**src/rtl/l1Cache_defs.svh**
```systemverilog
// L1 cache geometry
`ifndef L1CACHE_DEFS_SVH
`define L1CACHE_DEFS_SVH

// Word address, no byte lanes
`define ADDR_W 32

// Data word carried on both CPU and L2 sides
`define WORD_W 32

// 16 sets
`define INDEX_W 4

// 4 words per line
`define OFFSET_W 2

// Words per line, follows the offset width
`define LINE_WORDS (1 << `OFFSET_W)

// Whatever is left above index and offset
`define TAG_W (`ADDR_W - `INDEX_W - `OFFSET_W)

// Sets per way
`define NUM_SETS (1 << `INDEX_W)

`endif

```
**src/rtl/l1CachePkg.sv**
```systemverilog
// L1 cache types
`include "l1Cache_defs.svh"

package l1CachePkg;

    // Meaningful widths
    typedef logic [`ADDR_W-1:0]     addrT;      // Word address
    typedef logic [`WORD_W-1:0]     wordT;      // Data word
    typedef logic [`TAG_W-1:0]      tagT;       // Upper address bits kept per line
    typedef logic [`INDEX_W-1:0]    indexT;     // Set select
    typedef logic [`OFFSET_W-1:0]   offsetT;    // Word within line
    typedef logic [`LINE_WORDS-1:0] dirtyMaskT; // One dirty bit per word

    // Main request machine
    typedef enum logic [1:0] {
        ready,          // Serving hits, detecting misses
        waitWriteback,  // Victim dirty words going out to L2
        waitRefill      // Line words coming in from L2
    } missStateT;

    // Writeback drain machine
    typedef enum logic {
        searching,      // Looking for the lowest dirty word
        waitSending     // L2 still storing the last word
    } wbStateT;

endpackage

```
**src/rtl/writebackEngine.sv**
```systemverilog
// Victim writeback engine
`timescale 1ns/1ns
`include "l1Cache_defs.svh"

module writebackEngine (
    input  logic                  clk,
    input  logic                  rst,
    input  logic                  drainReq,     // Miss needs the victim cleaned
    input  logic                  l2Busy,       // L2 still storing a word
    input  l1CachePkg::dirtyMaskT victimDirty,
    input  l1CachePkg::tagT       victimTag,
    input  l1CachePkg::wordT      victimWord,
    input  l1CachePkg::addrT      cpuAddr,
    output l1CachePkg::offsetT    victimPos,    // Lowest dirty word
    output logic                  clearDirty,
    output l1CachePkg::offsetT    clearPos,
    output logic                  l2Write,
    output l1CachePkg::addrT      l2WrAddr,
    output l1CachePkg::wordT      l2WrData,
    output logic                  wbPending     // Drain not finished
);

    l1CachePkg::wbStateT state;
    l1CachePkg::wbStateT stateNext;
    l1CachePkg::indexT   reqIndex;
    logic                anyDirty;

    assign reqIndex = cpuAddr[`OFFSET_W +: `INDEX_W];
    assign anyDirty = |victimDirty;

    // Priority pick, loop runs downward so the lowest set bit wins
    always_comb begin
        victimPos = '0;
        for (int i = `LINE_WORDS - 1; i >= 0; i--) begin
            if (victimDirty[i]) begin
                victimPos = l1CachePkg::offsetT'(i);
            end
        end
    end

    // State register
    always_ff @(posedge clk) begin
        if (rst) begin
            state <= l1CachePkg::searching;
        end else begin
            state <= stateNext;
        end
    end

    // Next state
    always_comb begin
        stateNext = state;
        case (state)
            l1CachePkg::searching: begin
                if (drainReq && anyDirty) begin
                    stateNext = l1CachePkg::waitSending;   // Word goes out this cycle
                end
            end
            l1CachePkg::waitSending: begin
                if (!l2Busy) begin
                    stateNext = l1CachePkg::searching;     // L2 free for the next word
                end
            end
            default: stateNext = l1CachePkg::searching;
        endcase
    end

    // One-cycle write pulse, dirty bit cleared on the same edge
    assign l2Write    = (state == l1CachePkg::searching) && drainReq && anyDirty;
    assign clearDirty = l2Write;
    assign clearPos   = victimPos;

    // Word address rebuilt from the victim tag and the request set
    assign l2WrAddr = {victimTag, reqIndex, victimPos};
    assign l2WrData = victimWord;

    // Still draining while dirty words remain or L2 is busy with the last one
    assign wbPending = anyDirty || (state == l1CachePkg::waitSending);

endmodule

```
**config.mk**
```make
export PLATFORM = sky130hd
export DESIGN_NAME = writebackEngine
export DESIGN_NICKNAME = d
export VERILOG_FILES = /design/src/rtl/l1CachePkg.sv /design/src/rtl/writebackEngine.sv
export VERILOG_INCLUDE_DIRS = /design/src /design/src/rtl
export SDC_FILE = /design/constraint.sdc
export NUM_CORES = 1
export LEC_CHECK = 0
export ABC_AREA = 1
export BUFFER_PORTS_ARGS = -buffer_cell sky130_fd_sc_hd__clkbuf_2
export CAP_MARGIN = 25
export CORE_MARGIN = 8
export CORE_UTILIZATION = 21
export DETAILED_ROUTE_END_ITERATION = 10
export PLACE_DENSITY = 0.85
export SKIP_LAST_GASP = 1
export SLEW_MARGIN = 15
export SYNTH_ARGS = -nofsm -noshare
export SYNTH_HDL_FRONTEND = slang
export SYNTH_SLANG_ARGS = --single-unit
```
**constraint.sdc**
```tcl
create_clock -name clk -period 1.1 [get_ports clk]
set_input_delay 0.165 -clock clk [delete_from_list [all_inputs] [get_ports clk]]
set_output_delay 0.165 -clock clk [all_outputs]
set_load 0.01 [all_outputs]
```
# Yosys cells after proc, flatten, opt, wreduce, memory -nomap -nowiden

Cells that the tools add are included.

Logic and storage cells: 14
Output and inout port bits: 71
Input port bits: 98
Latch bits: 0
Register bits: 1
ROM bits: 0
Memories kept: 0
Bits in writable memories: 0

Equality and inequality tests: 0
Divide/modulo/power cells: 0
Multipliers: 0
Reduce and logical (&&, ||, !) cells: 5
Bitwise operators: 1
Add/subtract/negate cells: 0
Multiplexer cells: 7
Shift operators: 0
Order comparisons: 0

Operator list:

| cell                               | number |
|---|---|
| 2-to-1 mux 2 bit                   | 4 |
| OR reduction 4 bit                 | 1 |
| logical AND 1 bit                  | 3 |
| 2-to-1 mux 1 bit                   | 2 |
| one-hot mux 1 bit (2 select lines) | 1 |
| logical OR 1 bit                   | 1 |
| NOT 1 bit                          | 1 |

# Logic depth before layout (Yosys ltp)

Depth in word-level cells: 4
Gate-level depth with buffers: 5
Mapped depth without buffers: 4

# Worst setup path before layout

OpenSTA, ideal clock, no wires.

Kind: input -> output
From: input port victimDirty[0]
To: output port l2WrAddr[1]
Cell stages on the path: 2
Arrival: 772 ps
Path slack: 163 ps
Data required time: 935 ps
Cell sequence: nor3_1 buf_4

Cells in the longest elaborated chain, start to end: 1

RTL lines:

| what               | line                  | source |
|---|---|---|
| start: declaration | writebackEngine.sv:10 | `input l1CachePkg::dirtyMaskT victimDirty,` |
| 2-to-1 mux 2 bit   | writebackEngine.sv:35 | `if (victimDirty[i]) begin` |
| end: declaration   | writebackEngine.sv:18 | `output l1CachePkg::addrT l2WrAddr,` |

No other way between the ends.

# Worst setup path after layout

From: input port victimDirty[0]
To: output port clearPos[1]

Cells in the longest elaborated chain, start to end: 1

RTL lines:

| what             | line                  | source |
|---|---|---|
| 2-to-1 mux 2 bit | writebackEngine.sv:35 |  |
| end: declaration | writebackEngine.sv:16 | `output l1CachePkg::offsetT clearPos,` |

No other way between the ends.

==> reports/metrics.yaml <==
nNetsFinal: 131
status: "complete, no violations"
ant_nets: 0
skew_ns: 0
pwr-share-clk_pct: 0
grt_max_degree: 4
worstSetupEndpointType: "output port"
core_mm2: 0.00271
die_h_um: 68.8
drc: 0
worstPathArrival_ns: 0.81
ys_seq_elements: 1
peakVddDrop_uv: 206
power_density_mw_per_mm2: 524
area_growth_pct: -65.7
die-area_mm2: 0.00473
worstPathMaxFanout: 3
io_pins: 169
vias: 241
grt_pass1_wl_um: 1160
seq_area_frac_synth_pct: 3.43
antenna_found_initial: 0
drtIter0Drc: 1
finalWirelength_um: 976
seqPwrFrac_pct: 39.7
critical_path_required_ns: 0.94
holdBufCountCts: 0
cp_cell_sequence: "clkbuf_2, nor3_1, clkbuf_2"
startpoint: "victimDirty[0]"
fmax_mhz: 1020
num_rows: 19
fin_cells: 62
layout_common_cells: "clkbuf_2, inv_1, nor2_1, nand2_1, a21oi_1"
intPower_mw: 0.0683
critPathKind: "primary input to output port"
ys_types: 9
rr_worst_depth: 3
placed_cells: 62
hold_viol_final: 0
combPwrFrac_pct: 60.3
largest_register_ffs: 1
finalSetupViolCount: 0
crit_family: "simple AND/OR/NAND/NOR gates"
worstSetupPathDepth: 3
place_congestion: 0.504
antenna_cells: 0
fin_crit_ns: 0.979
fp.dieW_um: 68.8
yosys_warnings: 0
clock_latency_ns: 0
viasPerCell: 3.89
synthesis.instances: 82
rsz0062_at_grt: "false"
slew_headroom_pct: 75.6
max_stage_delay_ns: 0.34
drive_above_1_share_pct: 54.8
worst_slew_pin_slew_ns: 0.363
cts_resized: 0
hold_ws_ns: 0.330
worst-path-buf-inv: 2
worstHoldPathType: "primary input to output port"
final_common_cell: "clkbuf_2"
grt_pass1_vias: 242
dpl.hpwl_um: 846
timing.rr.end: "state"
p_leak_nw: 0.111
worst_setup_path_start_kind: "primary input"
slew_violations: 0
power_mw: 0.105
drv_cap: 0
largest_register: "state"
overflow: 0
reg.largest.list: "state (1)"
start_util_pct: 21.6
port_buffers: 16
setup.worst_path.end: "clearPos[1]"
r2r_slack_ns: 0.45
critPathSlowestCell: "nor3_1"
synth_nets: 180
track_usage_pct: 3.21
crit_top_cell: "clkbuf_2"
fin_crit_sh_pct: 89.0
r2r_start: "state"
first_pass_iters: 2
p_sw_mw: 0.0366
fin_tns_setup_ns: 0
syn_area_um2: 584
sw_frac_of_total_pct: 34.9
cts_setup_buffers: 0
avgSynthCellArea_um2: 7.13
wl_per_cell_um: 15.7
-- per-layer routing --
| metal | up-vias | global-route usage (%) | routed length, um |
|---|---|---|---|
| li1 | 78 | - | - |
| met1 | 83 | 0.923 | 138 |
| met2 | 54 | 4.18 | 332 |
| met3 | 26 | 4.20 | 367 |
| met4 | 0 | 6.52 | 138 |
| met5 | - | 0 | 0 |
-- cells in the mapped netlist, drive strengths merged --
cell | n | area share [%]
nor3 | 1 | 0.86
or2 | 1 | 1.1
inv | 3 | 1.9
buf | 67 | 86
dfxtp | 1 | 3.4
nor2 | 4 | 3.0
a21oi | 2 | 1.7
nand2 | 3 | 1.9
-- power groups by stage --
stage	logic [mW]	registers (mW)	clock network, mW
after floorplan	0.276	0.0412	0
after global placement	0.0635	0.0415	0
after detailed placement	0.0649	0.0417	0
after CTS	0.0650	0.0417	0
after global routing	0.0699	0.0418	0
final	0.0633	0.0416	0
-- worst min-delay path by stage --
stage / startpoint / end / slack (ns) / cells after the start
global route: victimTag[19] / l2WrAddr[25] / 0.33 / 0
floorplan: rst / state / 0.23 / 1
detailed placement: victimTag[6] / l2WrAddr[12] / 0.33 / 0
CTS: victimTag[6] / l2WrAddr[12] / 0.33 / 0
finish: victimTag[4] / l2WrAddr[10] / 0.33 / 0
global placement: rst / state / 0.32 / 2
-- kinds of logic (layout without fill, tap and decap cells) --
kind of cell | count (synthesis) | count (layout) | synth area share, %
buf+inv | 70 | 19 | 88.0
compound gates | 2 | 2 | 1.71
simple gates | 9 | 9 | 6.85
flops | 1 | 1 | 3.43
-- metrics by stage --
step           cell area [um2]  setup WS, ns  utilization, %
2_1_floorplan              584         0.163               -
3_3_place_gp               200        0.0793            7.39
3_5_place_dp               200        0.0743            7.39
4_1_cts                    200        0.0739            7.39
5_1_grt                    200        0.0598            7.39
6_report                   200         0.121            7.39
-- area by class of cell --
type,instances,area [um2]
Fill cell,318,2510
Sequential cell,1,20.0
Inverter,3,11.3
Tap cell,31,38.8
Timing Repair Buffer,16,80.1
Multi-Input combinational cell,11,50.0
(Power assumes the default switching activity.)
