[config.mk]
export PLATFORM = sky130hd
export DESIGN_NAME = missController
export DESIGN_NICKNAME = d
export VERILOG_FILES = /design/src/rtl/l1CachePkg.sv /design/src/rtl/missController.sv
export VERILOG_INCLUDE_DIRS = /design/src /design/src/rtl
export SDC_FILE = /design/constraint.sdc
export NUM_CORES = 1
export LEC_CHECK = 0
export ABC_AREA = 1
export BUFFER_PORTS_ARGS = -buffer_cell sky130_fd_sc_hd__buf_2
export CORE_AREA = 5 5 42 44
export CTS_CLUSTER_SIZE = 8
export DETAILED_ROUTE_END_ITERATION = 10
export DIE_AREA = 0 0 47 49
export PLACE_DENSITY_LB_ADDON = 0.1
export SETUP_SLACK_MARGIN = 0.5
export SLEW_MARGIN = 0
export SYNTH_ARGS = -nofsm -noshare
export SYNTH_HDL_FRONTEND = slang
export SYNTH_SLANG_ARGS = --single-unit
[constraint.sdc]
create_clock -name clk -period 0.92 [get_ports clk]
set_input_delay 0.184 -clock clk [delete_from_list [all_inputs] [get_ports clk]]
set_output_delay 0.184 -clock clk [all_outputs]
set_load 0.01 [all_outputs]
[src/rtl/l1Cache_defs.svh]
// L1 cache geometry
`ifndef L1CACHE_DEFS_SVH
`define L1CACHE_DEFS_SVH

// Word address, no byte lanes
`define ADDR_W 32

// Data word carried on both CPU and L2 sides
`define WORD_W 32

// 16 sets
`define INDEX_W 4

// 4 words per line
`define OFFSET_W 2

// Words per line, follows the offset width
`define LINE_WORDS (1 << `OFFSET_W)

// Whatever is left above index and offset
`define TAG_W (`ADDR_W - `INDEX_W - `OFFSET_W)

// Sets per way
`define NUM_SETS (1 << `INDEX_W)

`endif

[src/rtl/l1CachePkg.sv]
// L1 cache types
`include "l1Cache_defs.svh"

package l1CachePkg;

    // Meaningful widths
    typedef logic [`ADDR_W-1:0]     addrT;      // Word address
    typedef logic [`WORD_W-1:0]     wordT;      // Data word
    typedef logic [`TAG_W-1:0]      tagT;       // Upper address bits kept per line
    typedef logic [`INDEX_W-1:0]    indexT;     // Set select
    typedef logic [`OFFSET_W-1:0]   offsetT;    // Word within line
    typedef logic [`LINE_WORDS-1:0] dirtyMaskT; // One dirty bit per word

    // Main request machine
    typedef enum logic [1:0] {
        ready,          // Serving hits, detecting misses
        waitWriteback,  // Victim dirty words going out to L2
        waitRefill      // Line words coming in from L2
    } missStateT;

    // Writeback drain machine
    typedef enum logic {
        searching,      // Looking for the lowest dirty word
        waitSending     // L2 still storing the last word
    } wbStateT;

endpackage

[src/rtl/missController.sv]
// Miss sequencing controller
`timescale 1ns/1ns
`include "l1Cache_defs.svh"

module missController (
    input  logic               clk,
    input  logic               rst,
    input  logic               readEn,
    input  logic               writeEn,
    input  logic               hit,
    input  logic               wbPending,     // Victim drain still running
    input  logic               refillValid,   // L2 word present this cycle
    input  l1CachePkg::offsetT refillPos,
    output logic               stall,
    output logic               l2Read,
    output logic               drainReq,
    output logic               cpuWriteStrobe,
    output logic               touchStrobe,
    output logic               refillStrobe,
    output logic               lineCommit
);

    l1CachePkg::missStateT state;
    l1CachePkg::missStateT stateNext;
    logic                  request;
    logic                  served;
    logic                  missSeen;
    logic                  lastWord;

    assign request  = readEn || writeEn;
    assign served   = (state == l1CachePkg::ready) && request && hit;
    assign missSeen = (state == l1CachePkg::ready) && request && !hit;
    assign lastWord = (refillPos == l1CachePkg::offsetT'(`LINE_WORDS - 1));

    // State register
    always_ff @(posedge clk) begin
        if (rst) begin
            state <= l1CachePkg::ready;
        end else begin
            state <= stateNext;
        end
    end

    // Next state
    always_comb begin
        stateNext = state;
        case (state)
            l1CachePkg::ready: begin
                if (missSeen) begin
                    if (wbPending) begin
                        stateNext = l1CachePkg::waitWriteback; // Dirty victim first
                    end else begin
                        stateNext = l1CachePkg::waitRefill;    // Clean victim, fetch now
                    end
                end
            end
            l1CachePkg::waitWriteback: begin
                if (!wbPending) begin
                    stateNext = l1CachePkg::waitRefill;
                end
            end
            l1CachePkg::waitRefill: begin
                if (refillValid && lastWord) begin
                    stateNext = l1CachePkg::ready;             // Request hits next cycle
                end
            end
            default: stateNext = l1CachePkg::ready;
        endcase
    end

    // CPU side
    assign stall          = request && !served;           // Any unserved request waits
    assign touchStrobe    = served;
    assign cpuWriteStrobe = served && writeEn;             // Marks the word dirty too

    // Writeback engine runs from the miss cycle until the drain ends
    assign drainReq = missSeen || (state == l1CachePkg::waitWriteback);

    // Refill side, L2 read held for the whole collection
    assign l2Read       = (state == l1CachePkg::waitRefill);
    assign refillStrobe = l2Read && refillValid;
    assign lineCommit   = refillStrobe && lastWord;

endmodule

# After elaboration in Yosys (flattened, before gate mapping)
# Cells that the tools add are included.
dict set report op_classes {
  eq_ne 6
  mux 5
  reduce_logical 14
}
# op count
set op_table {}
lappend op_table {{$logic_and 1x1->1} 8}
lappend op_table {{$mux 2} 4}
lappend op_table {{$pmux 2 s3} 1}
lappend op_table {{$eq 2x2->1 const B} 2}
lappend op_table {{$ne 2x2->1 const B} 2}
lappend op_table {{$reduce_and 3->1} 1}
lappend op_table {{$eq 2x1->1 const B} 1}
lappend op_table {{$logic_not 1->1} 2}
lappend op_table {{$logic_not 2->1} 1}
lappend op_table {{$logic_or 1x1->1} 2}
lappend op_table {{$ne 2x1->1 const B} 1}
dict set report totals {
  ff_bits 2
  input_bits 9
}

# Depth between registers and ports, before layout
dict set report depth {
  ltp_word 5
  depth_mapped 5
}

# Worst setup path after synthesis
# No wires, ideal clock.
dict set report synth_path {
  path_type {flip-flop to output port}
  startpoint {register state[1]}
  endpoint {output lineCommit}
  arrival_ns 0.773
  required_ns 0.736
  path_slack_ns -0.037
  path_stages_with_launch 5
  path_cell_list {dfxtp_1 -> inv_2 -> nor2_4 -> inv_1 -> nor2_1}
}
dict set report synth_between {
  elab_chain_cells 3
}
# element line_no
set synth_rtl {}
lappend synth_rtl {{from (decl)} missController.sv:23} ;# l1CachePkg::missStateT state;
lappend synth_rtl {{from (signal assigned)} missController.sv:38} ;# state <= l1CachePkg::ready;
lappend synth_rtl {{from (signal assigned)} missController.sv:40} ;# state <= stateNext;
lappend synth_rtl {{$eq 2x2->1} missController.sv:80} ;# assign l2Read = (state == l1CachePkg::waitRefill);
lappend synth_rtl {{net l2Read} missController.sv:15} ;# output logic l2Read,
lappend synth_rtl {{$logic_and 1x1->1} missController.sv:81} ;# assign refillStrobe = l2Read && refillValid;
lappend synth_rtl {{$logic_and 1x1->1} missController.sv:82} ;# assign lineCommit = refillStrobe && lastWord;
lappend synth_rtl {{to (decl)} missController.sv:20} ;# output logic lineCommit
# The timed path passes the listed nets, and every way through them passes these cells.

# Worst setup path in the final report
dict set report layout_path {
  startpoint {register state[1]}
  endpoint {output stall}
}
dict set report layout_between {
  elab_chain_cells 5
}
# element line_no
set layout_rtl {}
lappend layout_rtl {{$logic_not 2->1} missController.sv:31} ;# assign served = (state == l1CachePkg::ready) && request && hit;
lappend layout_rtl {{$logic_and 1x1->1 (2 in a row)} missController.sv:31}
lappend layout_rtl {{$logic_not 1->1} missController.sv:72} ;# assign stall = request && !served;
lappend layout_rtl {{$logic_and 1x1->1} missController.sv:72}
lappend layout_rtl {{to (decl)} missController.sv:14} ;# output logic stall,
# No other way between the ends.

==> reports/qor.tcl <==
set qor(run_status) {finished with violations}
set qor(violations) {setup timing}
set qor(numCtsBuffers) 3
set qor(internal-power_mw) 0.319
set qor(final-max-slew-violation-count) 0
set qor(fin_ws_ns) -0.267
set qor(antenna_cells) 0
set qor(registers.top_by_ff_count) {state}
set qor(synth_nets) 39
set qor(synth_compound_area_share_pct) 9.59
set qor(die_h_um) 49
set qor(die_width_um) 47
set qor(cap_violations) 0
set qor(layout_commonest_cell) {buf_2}
set qor(drt_pre_antenna_iters) 2
set qor(initial_core_util_pct) 13.0
set qor(die_area_um2) 2300
set qor(yosys_register_bits) 2
set qor(postRouteWirelength_um) 495
set qor(power.leakage_nw) 0.208
set qor(switching_power_mw) 0.132
set qor(cp_data_required_time_ns) 0.74
set qor(fin_nets) 64
set qor(via_per_inst) 3.43
set qor(netlist_area_um2) 183
set qor(cts.sink_count) 2
set qor(layout-drive-gt1-share_pct) 71.7
set qor(tritoncts) {yes}
set qor(p_seq_share_pct) 22.7
set qor(timing.critical_path.arrival_ns) 1.00
set qor(clock_insertion_delay_worst_skew_ns) 0.22
set qor(p_comb_share_pct) 35.6
set qor(path_cells) {nor2_4, nand3_2, inv_2, nor2_2, buf_2}
set qor(clock-root-buffer) {clkbuf_4}
set qor(minimum_period_implied_by_the_final_worst_setup_slack_ns) 1.19
set qor(place_congestion) 0.624
set qor(switching_power_share_of_the_total_pct) 29.3
set qor(clock_skew_ns) 0.000316
set qor(max-clock-path-buffers) 2
set qor(max_stage_delay_ns) 0.35
set qor(synthDistinctLibCells) 11
set qor(cts.reportedPaths.clkPinSlew_ns) 0.03
set qor(xor_xnor_fraction_of_synth_area_pct) 0
set qor(timing.fmax_mhz) 842
set qor(grt_use_total_pct) 5.27
set qor(place_area_um2) 325
set qor(timing.critical_path.fanout_max) 3
set qor(synthSimpleGateAreaFrac_pct) 50.0
set qor(io_pins) 16
set qor(startpoint_type) {flop}
set qor(post_synth.cell_area_avg_um2) 6.09
set qor(finish.instance_area_um2) 379
set qor(final_cell_mix) {buf_2, inv_1, nor2_4, buf_4}
set qor(critical_path.top_delay_family) {flip-flops}
set qor(drtIter0Drc) 1
set qor(finalSetupViolCount) 8
set qor(power_density_nw_per_um2) 1190
set qor(largest_register_ff_count) 2
set qor(yosysWarnings) 0
set qor(placement_rows) 14
set qor(worst_slew_pin_slew_ns) 0.183
set qor(first_global_vias) 240
set qor(final.fill_count) 170
set qor(yosysSeqAreaShare_pct) 21.9
set qor(hpwlAfterDp_um) 453
set qor(post_synth_inst_count) 30
set qor(wl_per_cell_um) 7.17
set qor(grt_first_pass_wirelength_um) 910
set qor(htree_num_levels) 1
set qor(critPathCaptureType) {output pin}
set qor(clock_power_share_pct) 41.7
set qor(irDropWorstVdd_uv) 534
set qor(critical_path_buf_inv_count) 2
set qor(maximum_number_of_pins_on_one_net_before_global_route_repair) 4
set qor(detailroute.via_count) 237
set qor(min_path_type) {input pin to flop}
set qor(critical_path.slowest_cell) {dfxtp_4}
set qor(dominant_combinational_cell_family_by_area_after_synthesis) {simple AND/OR/NAND/NOR gates}
set qor(gr-total-overflow) 0
set qor(finalHoldViolations) 0
set qor(drt_drc_violations_left) 0
set qor(reg_top3) {state x2}
set qor(number_of_antenna_violations_at_the_first_check_in_global_routing) 0
set qor(crit_share_post_route_pct) 129
set qor(relSlewSlack_pct) 87.8
set qor(post_synth_fa_ha_maj_area_fraction_pct) 0
set qor(synthMuxAreaShare_pct) 0
set qor(coreArea_um2) 1400
set qor(count_of_input_and_output_buffers) 15
set qor(drtAntennaViolNets) 0
set qor(tns_ns) -1.67
set qor(unrepaired_setup_endpoints_after_global_routing) {true}
set qor(setup.worst_path.class) {flop to output pin}
set qor(area.growth.synth_to_final_pct) 108
-- what timing repair did --
item | 4_1_cts | 5_1_grt
cloned | 0 | 0
gates resized for setup | 4 | 1
endpoints found under the setup margin | 9 | 9
pin swaps | 2 | 2
hold buffers | 0 | 0
setup buffers | 0 | 1
-- worst reg2reg max path: cells and delay by family, from the launching register on --
kind                   cells  cell delay [ns]
flip-flops                 1             0.35
AO/OA/AOI/OAI              1             0.10
AND/OR/NAND/NOR            2             0.09
buffers and inverters      3             0.30
-- synth_stat cells, drive strengths merged --
master,count,share of area (%)
nor2,10,30
inv,9,18
nand3,4,14
nand2,3,6.2
dfxtp,2,22
a21oi,1,4.8
o21ai,1,4.8
-- worst paths after layout --
kind / from / end / slack [ns] / depth (start not counted)
min: rst / state[1] / 0.21 / 4
min reg2reg: state[1] / state[1] / 0.58 / 3
max reg2reg: state[1] / state[1] / -0.03 / 6
max: state[1] / stall / -0.27 / 5
-- cell families after synthesis --
family	count (synthesis)
and+or+nand+nor	17
buffers and inverters	9
DFF	2
AOI/OAI and AO/OA	2
-- power by group through the flow --
stage | clock network, mW | logic (mW) | registers [mW]
floorplan | 0 | 0.0818 | 0.102
global route | 0.216 | 0.180 | 0.104
global placement | 0 | 0.152 | 0.104
finish | 0.188 | 0.161 | 0.103
CTS | 0.201 | 0.158 | 0.103
detailed placement | 0 | 0.151 | 0.103
-- final cells by class --
class | instances | area, µm² | share of cell area [%]
Multi-Input combinational cell | 19 | 129 | 34.0
Tap cell | 16 | 20.0 | 5.28
Inverter | 9 | 33.8 | 8.91
Clock buffer | 3 | 22.5 | 5.94
Timing Repair Buffer | 20 | 129 | 34.0
Sequential cell | 2 | 45.0 | 11.9
-- stage by stage --
stage	instances	setup WS [ns]	hold slack [ns]	total power [mW]	util [%]
floorplan	30	0.00717	0.319	0.184	-
global placement	65	-0.0837	0.434	0.256	23.2
detailed placement	65	-0.0896	0.435	0.255	23.2
CTS	68	-0.285	0.199	0.462	26.3
global route	69	-0.334	0.222	0.499	27.1
finish	69	-0.267	0.206	0.451	27.1
-- metal layers --
metal  global-route usage (%)  share of wire, %  vias up
met4                     1.38                 0        0
met3                     4.80                16        0
li1                         -                 -      135
met1                     6.55                44       90
met5                        0                 0        -
met2                     6.56                40       12
No activity file was read; power rests on OpenSTA's default activity.
